**config.mk**
```make
export PLATFORM = sky130hd
export DESIGN_NAME = execution_unit
export DESIGN_NICKNAME = d
export VERILOG_FILES = /design/src/source/eu_pkg.sv /design/src/source/instruction_decoder.sv /design/src/source/mov_execute.sv /design/src/source/register_writeback.sv /design/src/source/execution_unit.sv
export VERILOG_INCLUDE_DIRS = /design/src /design/src/source
export SDC_FILE = /design/constraint.sdc
export NUM_CORES = 1
export LEC_CHECK = 0
export BUFFER_PORTS_ARGS = -buffer_cell sky130_fd_sc_hd__buf_2
export CORE_MARGIN = 2
export CORE_UTILIZATION = 51
export DETAILED_ROUTE_END_ITERATION = 10
export PLACE_DENSITY = 0.71
export SYNTH_ARGS = -nofsm -noshare
export SYNTH_HDL_FRONTEND = slang
export SYNTH_SLANG_ARGS = --single-unit
export TNS_END_PERCENT = 1
```
**constraint.sdc**
```tcl
create_clock -name clk -period 5.52 [get_ports clk]
set_input_delay 1.656 -clock clk [delete_from_list [all_inputs] [get_ports clk]]
set_output_delay 1.656 -clock clk [all_outputs]
set_load 0.05 [all_outputs]
```
**src/source/eu_settings.svh**
```systemverilog
`ifndef EU_SETTINGS_SVH
`define EU_SETTINGS_SVH

// width of a register, operand and bus data word
`define EU_WORD_W 16

// width of one prefetch queue byte
`define EU_BYTE_W 8

// physical bus address, 1 MiB space
`define EU_PHYS_W 20

// AW CW DW BW SP BP IX IY
`define EU_NUM_GPR 8

// DS1 PS SS DS0
`define EU_NUM_SREG 4

// program counter value after reset
`define EU_PC_RESET 0

// segment base is the segment register shifted by this many bits
`define EU_SEG_SHIFT 4

`endif

```
**src/source/eu_pkg.sv**
```systemverilog
`default_nettype none

`include "eu_settings.svh"

package eu_pkg;

    typedef logic [`EU_BYTE_W-1:0] byte_t;
    typedef logic [`EU_WORD_W-1:0] word_t;
    typedef logic [`EU_PHYS_W-1:0] phys_addr_t;
    // AW CW DW BW SP BP IX IY, or AL CL DL BL AH CH DH BH for bytes
    typedef logic [$clog2(`EU_NUM_GPR)-1:0] gpr_id_t;
    // DS1 PS SS DS0
    typedef logic [$clog2(`EU_NUM_SREG)-1:0] sreg_id_t;

    typedef enum logic [2:0] {OPCODE, MODRM, DISP_LO, DISP_HI, IMM_LO, IMM_HI, ISSUE}
        decode_state_t;

    typedef enum logic {IDLE, BUS} exec_state_t;

    // source or destination of a move
    typedef enum logic [1:0] {REG, SREG, MEM, IMM} operand_kind_t;

    // one decoded move, ids are already steered by the direction bit
    typedef struct packed {
        operand_kind_t src_kind;
        operand_kind_t dst_kind;
        logic          word;
        gpr_id_t       src_id;
        gpr_id_t       dst_id;
        logic [1:0]    mod;
        logic [2:0]    rm;
        word_t         disp;
        word_t         imm;
    } mov_op_t;

    // wishbone classic, master to slave
    typedef struct packed {
        logic       cyc;
        logic       stb;
        logic       we;
        phys_addr_t adr;
        word_t      dat_o;
        logic [1:0] sel;
    } wb_req_t;

    // wishbone classic, slave to master
    typedef struct packed {
        word_t dat_i;
        logic  ack;
    } wb_rsp_t;

    typedef struct packed {
        logic          valid;
        operand_kind_t kind;
        logic          word;
        gpr_id_t       id;
        word_t         data;
    } writeback_t;

endpackage

`default_nettype wire

```
**src/source/instruction_decoder.sv**
```systemverilog
`default_nettype none

`include "eu_settings.svh"

module instruction_decoder
    import eu_pkg::*;
(
    input  wire logic    clk,
    input  wire logic    reset,
    input  wire byte_t   queue_data,
    input  wire logic    queue_empty,
    output logic         queue_pop,
    output word_t        pc,
    output mov_op_t      op,
    output logic         op_valid,
    input  wire logic    op_ready
);

    decode_state_t state;
    decode_state_t next_state;

    // instruction bytes collected so far
    byte_t opcode;
    byte_t modrm;
    word_t disp;
    word_t imm;

    // bytes under decode, the incoming byte while it is being popped
    byte_t dec_opcode;
    byte_t dec_modrm;

    logic is_mov_rm;
    logic is_sreg_mov;
    logic is_mov_imm_reg;
    logic is_mov_imm_rm;
    logic need_modrm;
    logic need_disp;
    logic disp_word;
    logic need_imm;
    logic imm_word;
    operand_kind_t rm_kind;

    assign dec_opcode = (state == OPCODE) ? queue_data : opcode;
    assign dec_modrm  = (state == MODRM) ? queue_data : modrm;

    // 88-8B, 8C/8E, B0-BF, C6/C7
    assign is_mov_rm      = (dec_opcode[7:2] == 6'b100010);
    assign is_sreg_mov    = (dec_opcode == 8'h8C) || (dec_opcode == 8'h8E);
    assign is_mov_imm_reg = (dec_opcode[7:4] == 4'hB);
    assign is_mov_imm_rm  = (dec_opcode[7:1] == 7'b1100011);

    assign need_modrm = is_mov_rm || is_sreg_mov || is_mov_imm_rm;
    assign need_imm   = is_mov_imm_reg || is_mov_imm_rm;
    // w bit sits at bit 3 for the short register form
    assign imm_word   = is_mov_imm_reg ? dec_opcode[3] : dec_opcode[0];

    // mod 00 with rm 110 is a direct 16-bit address
    assign disp_word = (dec_modrm[7:6] == 2'b10) ||
                       (dec_modrm[7:6] == 2'b00 && dec_modrm[2:0] == 3'b110);
    assign need_disp = disp_word || (dec_modrm[7:6] == 2'b01);

    always_comb
    begin
        case (state)
            OPCODE:  next_state = need_modrm ? MODRM : (need_imm ? IMM_LO : ISSUE);
            MODRM:   next_state = need_disp ? DISP_LO : (need_imm ? IMM_LO : ISSUE);
            DISP_LO: next_state = disp_word ? DISP_HI : (need_imm ? IMM_LO : ISSUE);
            DISP_HI: next_state = need_imm ? IMM_LO : ISSUE;
            IMM_LO:  next_state = imm_word ? IMM_HI : ISSUE;
            IMM_HI:  next_state = ISSUE;
            default: next_state = op_ready ? OPCODE : ISSUE;
        endcase
    end

    // one byte per cycle whenever the queue has one
    assign queue_pop = (state != ISSUE) && !queue_empty;
    assign op_valid  = (state == ISSUE);

    always_ff @(posedge clk)
    begin
        if (reset)
        begin
            state <= OPCODE;
            pc    <= word_t'(`EU_PC_RESET);
        end
        else if (queue_pop || state == ISSUE)
        begin
            state <= next_state;
            if (queue_pop)
                pc <= pc + word_t'(1);
        end
    end

    // byte capture, the high halves are cleared for byte-sized fields
    always_ff @(posedge clk)
    begin
        if (queue_pop)
        begin
            case (state)
                OPCODE:  opcode <= queue_data;
                MODRM:   modrm <= queue_data;
                DISP_LO: disp <= {8'h00, queue_data};
                DISP_HI: disp[15:8] <= queue_data;
                IMM_LO:  imm <= {8'h00, queue_data};
                IMM_HI:  imm[15:8] <= queue_data;
                default: opcode <= opcode;
            endcase
        end
    end

    assign rm_kind = (modrm[7:6] == 2'b11) ? REG : MEM;

    always_comb
    begin
        op          = '0;
        op.word     = opcode[0];
        op.mod      = modrm[7:6];
        op.rm       = modrm[2:0];
        op.disp     = disp;
        op.imm      = imm;
        // unknown opcodes leave as a move with no destination
        op.src_kind = IMM;
        op.dst_kind = IMM;
        if (is_mov_rm)
        begin
            // d bit set means the reg field is the destination
            op.src_kind = opcode[1] ? rm_kind : REG;
            op.dst_kind = opcode[1] ? REG : rm_kind;
            op.src_id   = opcode[1] ? modrm[2:0] : modrm[5:3];
            op.dst_id   = opcode[1] ? modrm[5:3] : modrm[2:0];
        end
        else if (is_sreg_mov)
        begin
            op.word     = 1'b1;
            op.src_kind = opcode[1] ? rm_kind : SREG;
            op.dst_kind = opcode[1] ? SREG : rm_kind;
            op.src_id   = opcode[1] ? modrm[2:0] : {1'b0, modrm[4:3]};
            op.dst_id   = opcode[1] ? {1'b0, modrm[4:3]} : modrm[2:0];
        end
        else if (is_mov_imm_reg)
        begin
            op.word     = opcode[3];
            op.dst_kind = REG;
            op.dst_id   = opcode[2:0];
        end
        else if (is_mov_imm_rm)
        begin
            op.dst_kind = rm_kind;
            op.dst_id   = modrm[2:0];
        end
    end

endmodule

`default_nettype wire

```
**src/source/mov_execute.sv**
```systemverilog
`default_nettype none

`include "eu_settings.svh"

module mov_execute
    import eu_pkg::*;
(
    input  wire logic    clk,
    input  wire logic    reset,
    input  wire mov_op_t op,
    input  wire logic    op_valid,
    output logic         op_ready,
    output gpr_id_t      gpr_rd_id,
    output sreg_id_t     sreg_rd_id,
    output logic         rd_word,
    input  wire word_t   gpr_rd_data,
    input  wire word_t   sreg_rd_data,
    output gpr_id_t      base_id,
    output gpr_id_t      index_id,
    input  wire word_t   base_data,
    input  wire word_t   index_data,
    output sreg_id_t     ea_seg_id,
    input  wire word_t   ea_seg_data,
    output wb_req_t      wb_req,
    input  wire wb_rsp_t wb_rsp,
    output writeback_t   result
);

    localparam gpr_id_t  BW  = 3'd3;
    localparam gpr_id_t  BP  = 3'd5;
    localparam gpr_id_t  IX  = 3'd6;
    localparam gpr_id_t  IY  = 3'd7;
    localparam sreg_id_t SS  = 2'd2;
    localparam sreg_id_t DS0 = 2'd3;

    exec_state_t state;

    logic direct;
    logic use_base;
    logic use_index;
    word_t disp_ext;
    word_t ea;
    phys_addr_t phys_addr;
    word_t src_value;
    word_t load_data;

    // destination of an outstanding load
    operand_kind_t ld_kind;
    logic ld_word;
    gpr_id_t ld_id;

    // register read request follows the op while it waits
    assign gpr_rd_id  = op.src_id;
    assign sreg_rd_id = op.src_id[1:0];
    assign rd_word    = op.word;

    // rm 0xx is base plus index, 10x index only, 11x base only
    assign direct    = (op.mod == 2'b00) && (op.rm == 3'b110);
    assign base_id   = (op.rm[2] ? !op.rm[0] : op.rm[1]) ? BP : BW;
    assign index_id  = op.rm[0] ? IY : IX;
    assign use_base  = !op.rm[2] || (op.rm[1] && !direct);
    assign use_index = !op.rm[2] || !op.rm[1];
    // BP-based modes default to SS
    assign ea_seg_id = ((op.rm[2:1] == 2'b01) || (op.rm == 3'b110 && !direct)) ? SS : DS0;

    always_comb
    begin
        if (op.mod == 2'b01)
            disp_ext = {{8{op.disp[7]}}, op.disp[7:0]};
        else if (op.mod == 2'b10 || direct)
            disp_ext = op.disp;
        else
            disp_ext = '0;
    end

    assign ea = (use_base ? base_data : '0) + (use_index ? index_data : '0) + disp_ext;
    // wraps at 1 MiB
    assign phys_addr = (phys_addr_t'(ea_seg_data) << `EU_SEG_SHIFT) + phys_addr_t'(ea);

    assign src_value = (op.src_kind == REG) ? gpr_rd_data :
                       (op.src_kind == SREG) ? sreg_rd_data : op.imm;
    // byte loads arrive on the low lane
    assign load_data = ld_word ? wb_rsp.dat_i : {8'h00, wb_rsp.dat_i[7:0]};

    // hold off while a load result is still on its way into the register file
    assign op_ready = (state == IDLE) && !result.valid;

    always_ff @(posedge clk)
    begin
        if (reset)
        begin
            state        <= IDLE;
            wb_req.cyc   <= 1'b0;
            wb_req.stb   <= 1'b0;
            wb_req.we    <= 1'b0;
            result.valid <= 1'b0;
        end
        else
        begin
            result.valid <= 1'b0;
            case (state)
                IDLE:
                begin
                    if (op_valid && op_ready)
                    begin
                        ld_kind <= op.dst_kind;
                        ld_word <= op.word;
                        ld_id   <= op.dst_id;
                        if (op.src_kind == MEM || op.dst_kind == MEM)
                        begin
                            wb_req.cyc   <= 1'b1;
                            wb_req.stb   <= 1'b1;
                            wb_req.we    <= (op.dst_kind == MEM);
                            wb_req.adr   <= phys_addr;
                            wb_req.dat_o <= op.word ? src_value : {8'h00, src_value[7:0]};
                            wb_req.sel   <= op.word ? 2'b11 : 2'b01;
                            state        <= BUS;
                        end
                        else if (op.dst_kind == REG || op.dst_kind == SREG)
                        begin
                            result.valid <= 1'b1;
                            result.kind  <= op.dst_kind;
                            result.word  <= op.word;
                            result.id    <= op.dst_id;
                            result.data  <= src_value;
                        end
                    end
                end
                default:
                begin
                    // request stays put through any number of wait states
                    if (wb_rsp.ack)
                    begin
                        wb_req.cyc <= 1'b0;
                        wb_req.stb <= 1'b0;
                        state      <= IDLE;
                        if (!wb_req.we)
                        begin
                            result.valid <= 1'b1;
                            result.kind  <= ld_kind;
                            result.word  <= ld_word;
                            result.id    <= ld_id;
                            result.data  <= load_data;
                        end
                    end
                end
            endcase
        end
    end

endmodule

`default_nettype wire

```
**src/source/register_writeback.sv**
```systemverilog
`default_nettype none

`include "eu_settings.svh"

module register_writeback
    import eu_pkg::*;
(
    input  wire logic       clk,
    input  wire logic       reset,
    input  wire writeback_t result,
    input  wire gpr_id_t    gpr_rd_id,
    input  wire sreg_id_t   sreg_rd_id,
    input  wire logic       rd_word,
    output word_t           gpr_rd_data,
    output word_t           sreg_rd_data,
    input  wire gpr_id_t    base_id,
    input  wire gpr_id_t    index_id,
    output word_t           base_data,
    output word_t           index_data,
    input  wire sreg_id_t   ea_seg_id,
    output word_t           ea_seg_data
);

    word_t gpr [`EU_NUM_GPR];
    word_t sreg [`EU_NUM_SREG];

    // byte ids 0-3 are low halves of AW..BW, 4-7 the high halves
    word_t rd_byte_src;
    gpr_id_t wr_id;
    word_t wr_merged;

    assign rd_byte_src = gpr[{1'b0, gpr_rd_id[1:0]}];
    assign gpr_rd_data = rd_word ? gpr[gpr_rd_id] :
                         (gpr_rd_id[2] ? {8'h00, rd_byte_src[15:8]} :
                                         {8'h00, rd_byte_src[7:0]});

    assign sreg_rd_data = sreg[sreg_rd_id];
    assign base_data    = gpr[base_id];
    assign index_data   = gpr[index_id];
    assign ea_seg_data  = sreg[ea_seg_id];

    // a byte write keeps the other half of the word
    assign wr_id     = result.word ? result.id : {1'b0, result.id[1:0]};
    assign wr_merged = result.word ? result.data :
                       (result.id[2] ? {result.data[7:0], gpr[wr_id][7:0]} :
                                       {gpr[wr_id][15:8], result.data[7:0]});

    always_ff @(posedge clk)
    begin
        if (reset)
        begin
            for (int i = 0; i < `EU_NUM_GPR; i++)
                gpr[i] <= '0;
            for (int i = 0; i < `EU_NUM_SREG; i++)
                sreg[i] <= '0;
        end
        else if (result.valid)
        begin
            if (result.kind == SREG)
                sreg[result.id[1:0]] <= result.data;
            else
                gpr[wr_id] <= wr_merged;
        end
    end

endmodule

`default_nettype wire

```
**src/source/execution_unit.sv**
```systemverilog
`default_nettype none

module execution_unit
    import eu_pkg::*;
(
    input  wire logic    clk,
    input  wire logic    reset,
    input  wire byte_t   queue_data,
    input  wire logic    queue_empty,
    output logic         queue_pop,
    output word_t        pc,
    output wb_req_t      wb_req,
    input  wire wb_rsp_t wb_rsp
);

    // decode to execute handshake
    mov_op_t op;
    logic op_valid;
    logic op_ready;

    // register file read and write paths
    gpr_id_t gpr_rd_id;
    sreg_id_t sreg_rd_id;
    logic rd_word;
    word_t gpr_rd_data;
    word_t sreg_rd_data;
    gpr_id_t base_id;
    gpr_id_t index_id;
    word_t base_data;
    word_t index_data;
    sreg_id_t ea_seg_id;
    word_t ea_seg_data;
    writeback_t result;

    instruction_decoder u_decoder (
        .clk         (clk),
        .reset       (reset),
        .queue_data  (queue_data),
        .queue_empty (queue_empty),
        .queue_pop   (queue_pop),
        .pc          (pc),
        .op          (op),
        .op_valid    (op_valid),
        .op_ready    (op_ready)
    );

    mov_execute u_execute (
        .clk          (clk),
        .reset        (reset),
        .op           (op),
        .op_valid     (op_valid),
        .op_ready     (op_ready),
        .gpr_rd_id    (gpr_rd_id),
        .sreg_rd_id   (sreg_rd_id),
        .rd_word      (rd_word),
        .gpr_rd_data  (gpr_rd_data),
        .sreg_rd_data (sreg_rd_data),
        .base_id      (base_id),
        .index_id     (index_id),
        .base_data    (base_data),
        .index_data   (index_data),
        .ea_seg_id    (ea_seg_id),
        .ea_seg_data  (ea_seg_data),
        .wb_req       (wb_req),
        .wb_rsp       (wb_rsp),
        .result       (result)
    );

    register_writeback u_writeback (
        .clk          (clk),
        .reset        (reset),
        .result       (result),
        .gpr_rd_id    (gpr_rd_id),
        .sreg_rd_id   (sreg_rd_id),
        .rd_word      (rd_word),
        .gpr_rd_data  (gpr_rd_data),
        .sreg_rd_data (sreg_rd_data),
        .base_id      (base_id),
        .index_id     (index_id),
        .base_data    (base_data),
        .index_data   (index_data),
        .ea_seg_id    (ea_seg_id),
        .ea_seg_data  (ea_seg_data)
    );

endmodule

`default_nettype wire

```
==> summary.md <==
The upper clock frequency limit came out at 196.1 MHz. Among the stages of the critical path, the cell type that occurs most often is sky130_fd_sc_hd__a21oi_1. For this run, global-route usage on met3 was measured as 5.746%.

The clock latency at the later pin of the worst-skew pair was 0.54 ns. The worst pin sits at a relative slew slack of 11.91%. In this run, the number of DRC markers left after iteration 0 of detailed routing was 1673.

The number of nets handed over by synthesis was 1686. The post-synthesis sequential area ratio was 55.09%; the worst-case reg-to-reg path depth was 22. The logs give 49.73% for the met2 track demand over resource and 328 for the sink count of the clock tree. Global routing used 30.61% of the available tracks. Wires add up to 54.67 mm. On the worst path, the slowest cell contributes a delay of 0.46 ns. The run gives 86 as the top-level port count. The floorplan step defined a die boundary enclosing 0.03573 mm^2.

The cell depth of the worst setup path was 22; the maximum clock path buffer count was 3. Starting density of the core: 51.94%. The run finished with clean final reports. The sum of buffers and inverters on the critical path is 3. Number of nets in the layout: 1767.

The tools report the termination of the worst setup path as u_execute.wb_req[35]. In this run the critical register-to-register path is captured at u_execute.wb_req[35]. By area the synthesized netlist is led by sky130_fd_sc_hd__edfxtp_1 52%, sky130_fd_sc_hd__nand2_1 4.8%, sky130_fd_sc_hd__and3_1 3.7%.

After synthesis, the largest area contributor takes up 52.45% of total cell area. Critical setup path kind: reg2reg. The post-synthesis share of cell area spent on and, or, nand and nor gates works out to 19.49%. Routing layer with the top usage in global route: met2.

The post-detailed-placement half-perimeter wirelength is 40.15 mm, and the mean routed wirelength per cell is 25.20 um. Clock-pin slew was measured on the worst setup and hold paths at 0.06 ns. Entering global routing, the biggest net connects 47 pins. From synthesis to final layout, the design area changed by 12.62%. After synthesis, the netlist uses 79 different library cells. The tools report the launch point of the critical path as u_decoder.modrm[0]. Post-synthesis mux area share: 5.625%.

The worst-case IR drop observed on VDD is 0.0002254 V. In the synthesized netlist, the number of instances is 1614. The cell area that synthesis handed to floorplanning was 0.01746 mm^2. At the pin with the least slew margin, the transition time is 1.311 ns. The number of max-slew violations in the final report is 0. The tools report the number of iterations in the first detailed-routing pass as 5. In the routed layout, each cell is associated on average with a via count of 6.293.

The ratio of final minimum period to clock period is 92.38%. Timing analysis after detailed placement gives a worst setup slack of 0.2050 ns. The number of design rule violations left after detail routing is 0, and the global-route wire length before repair is 81.62 mm. For the final database, setup skew stands at 0.01732 ns. At the end of routability-driven placement, the weighted congestion stood at 1.041. The most used flip-flop cell after synthesis is sky130_fd_sc_hd__edfxtp_1.

The element type at the critical path start was a register. After floorplanning, the core was divided into 67 placement rows. The worst hold path begins at u_execute.wb_req[39].

The data required time of the worst path came out at 5.78 ns. Walking the worst path, the cells encountered are a21oi_1 > buf_6 > mux2_2 > nand2_1 > fa_1 > inv_1 > ha_1 > inv_1 > fa_1 > nor2b_1 > o31a_1 > o41ai_2 > o2111ai_1 > o211ai_1 > o21ai_1 > xnor2_1 > ha_1 > or2_2 > a21oi_1 > a31oi_1 > a21oi_1 > a311oi_1. The post-route netlist has 15.57% of its cells at a drive strength greater than 1. In this run, synthesis produced a sequential element count of 328. Core region area: 0.03362 mm^2. During synthesis, Yosys emitted a total of 0 warnings. TritonCTS built the clock tree. The tools report the total clock buffers created by CTS as 36.

The analysis attributes to cell leakage a power of 7.785 nW. In the final timing run, aggregate negative setup slack is 0 ns. Buffers placed on the I/O ports in this run total 84. Leaving out fill and tap cells, the most frequent cells in the layout are 305 x sky130_fd_sc_hd__edfxtp_1, 223 x sky130_fd_sc_hd__nand2_1, 149 x sky130_fd_sc_hd__nor2_1. The final period demand of the worst path came out at 5.099 ns.

The path class of the tightest hold or removal check is reg2reg. The power density over cell area was 328.3 mW/mm^2; the final setup violation count was 0. The tools report the sort of element at the end of the critical path as a register. The synthesized netlist devotes 2.107% of its cell area to XOR and XNOR gates. The routed layout has 13650 vias.

For this run, asynchronously set or reset flops after synthesis account for 0%. Largest delay contributor family on the critical path: compound AO/OA/AOI/OAI gates. The area share of fa/ha/maj cells after synthesis is 3.884%, and the number of antenna cells inserted is 0. For the arrival time of the worst setup path, the log shows 5.36 ns. The number of global-route vias before repair is 13160, and the post-synthesis compound-gate area fraction is 10.33%. The die boundary width is 189.0 um, and the max capacitance violation total is 0.

Setup slack of the critical path after layout: 0.4207 ns. In this run the mean area of a mapped cell was 10.82 um^2. The logs give 1 for the initial antenna violation count and 0 for the number of buffers added to fix hold violations after cts. The CTS root buffer is sky130_fd_sc_hd__clkbuf_16. The cell with the largest stage delay on the worst path was sky130_fd_sc_hd__fa_1. Remaining number of nets flagged by the antenna check after routing: 0.

The leading cell type in the layout, fill and taps excluded was sky130_fd_sc_hd__edfxtp_1. Along the worst path, the maximum fanout reaches 16. The run gives 0 as the final number of hold-violating endpoints. Summed over all layers, the global routing overflow is 0. The met1 track utilization from global routing was 40.37%; the number of enable flip-flop cells after synthesis was 305.

CTS built an H-tree with a depth of 2. Largest area contributor in the synthesized netlist: sky130_fd_sc_hd__edfxtp_1. The height of the die works out to 189.0 um.

The main combinational cell family by area after synthesis was simple AND/OR/NAND/NOR gates. Setup repair after global routing left no endpoint under its margin. The reg-to-reg startpoint was u_decoder.modrm[0]. In this run the register-to-register setup slack is 0.42 ns.
==> area by class of cell <==
| class | count | area [um^2] |
|---|---|---|
| Fill cell | 2794 | 13950 |
| Sequential cell | 328 | 9619 |
| Multi-Input combinational cell | 1133 | 7287 |
| Clock buffer | 51 | 988.4 |
| Timing Repair Buffer | 141 | 877.1 |
| Tap cell | 448 | 560.5 |
| Inverter | 55 | 206.4 |
| Clock inverter | 13 | 126.4 |
==> logic make-up after synthesis <==
kind of cell	after synthesis
other	1
multiplexers	91
XOR/XNOR	42
AND/OR/NAND/NOR	697
adder cells (fa/ha/maj)	44
AO/OA/AOI/OAI	258
buffers and inverters	153
flip-flops	328
==> Yosys cell counts, types with 5 or more instances <==
cell type / n
sky130_fd_sc_hd__a21o_1: 13
sky130_fd_sc_hd__a21oi_1: 45
sky130_fd_sc_hd__a221oi_1: 9
sky130_fd_sc_hd__a22o_1: 11
sky130_fd_sc_hd__a22oi_1: 10
sky130_fd_sc_hd__a31oi_1: 26
sky130_fd_sc_hd__a32oi_1: 6
sky130_fd_sc_hd__and2_1: 58
sky130_fd_sc_hd__and3_1: 102
sky130_fd_sc_hd__buf_1: 10
sky130_fd_sc_hd__buf_2: 8
sky130_fd_sc_hd__clkbuf_1: 76
sky130_fd_sc_hd__dfxtp_1: 23
sky130_fd_sc_hd__edfxtp_1: 305
sky130_fd_sc_hd__fa_1: 17
sky130_fd_sc_hd__ha_1: 27
sky130_fd_sc_hd__inv_1: 54
sky130_fd_sc_hd__mux2_2: 53
sky130_fd_sc_hd__mux2i_1: 37
sky130_fd_sc_hd__nand2_1: 223
sky130_fd_sc_hd__nand2b_1: 17
sky130_fd_sc_hd__nand3_1: 43
sky130_fd_sc_hd__nand3b_1: 7
sky130_fd_sc_hd__nand4_1: 11
sky130_fd_sc_hd__nor2_1: 150
sky130_fd_sc_hd__nor2b_1: 11
sky130_fd_sc_hd__nor3_1: 32
sky130_fd_sc_hd__nor4_1: 6
sky130_fd_sc_hd__o2111ai_1: 8
sky130_fd_sc_hd__o211ai_1: 12
sky130_fd_sc_hd__o21a_1: 5
sky130_fd_sc_hd__o21ai_0: 35
sky130_fd_sc_hd__o21bai_1: 5
sky130_fd_sc_hd__o22ai_1: 17
sky130_fd_sc_hd__o31ai_1: 13
sky130_fd_sc_hd__or2_2: 8
sky130_fd_sc_hd__or3_1: 12
sky130_fd_sc_hd__xnor2_1: 28
sky130_fd_sc_hd__xor2_1: 14
==> worst min-delay path, delay by kind of cell, from the launching register on <==
family           cells  cell delay (ns)
AND/OR/NAND/NOR      2             0.13
flip-flops           1             0.32
==> through the flow <==
stage / utilization, % / std cells / power [mW] / area (um^2) / hold slack [ns]
floorplan: - / 1614 / 3.814 / 17460 / 0.4488
global placement: 55.04 / 2100 / 4.137 / 18500 / 0.4741
detailed placement: 55.04 / 2100 / 4.164 / 18500 / 0.4840
CTS: 58.35 / 2164 / 6.445 / 19620 / 0.4949
global route: 58.50 / 2169 / 6.694 / 19670 / 0.5249
finish: 58.50 / 2169 / 6.457 / 19670 / 0.4954
==> layer usage <==
metal / up-vias / share of wire, %
li1: 6063 / -
met1: 6634 / 39
met2: 803 / 47
met3: 149 / 10
met4: 0 / 4.7
met5: - / 0
==> worst min-delay path by stage <==
stage | slack (ns) | cells after the start | end
detailed placement | 0.48 | 2 | u_execute.wb_req[39]
CTS | 0.49 | 2 | u_execute.state
finish | 0.50 | 2 | u_execute.wb_req[39]
floorplan | 0.45 | 2 | u_execute.state
global placement | 0.47 | 2 | u_execute.wb_req[39]
global route | 0.52 | 2 | u_execute.wb_req[38]
==> state kept, by name, summed over array words and instances (netlist names), 8 cells and up <==
register and count:
u_writeback.gpr 128, u_writeback.sreg 64, u_execute.wb_req 39, u_execute.result 23, u_decoder.disp 16, u_decoder.imm 16
u_decoder.pc 16, u_decoder.modrm 8, u_decoder.opcode 8
==> repair_timing <==
action | 4_1_cts | 5_1_grt
endpoints found under the setup margin | 0 | 6
gates resized for setup | 0 | 5
buffers inserted | 0 | 5
endpoints found under the hold margin | 0 | 0
==> power breakdown <==
group	total (mW)	internal, mW	switching [mW]
clock network	2.31	1.31	1.00
registers	2.90	2.84	0.0645
logic	1.24	0.480	0.764
No activity file was read; power rests on OpenSTA's default activity.
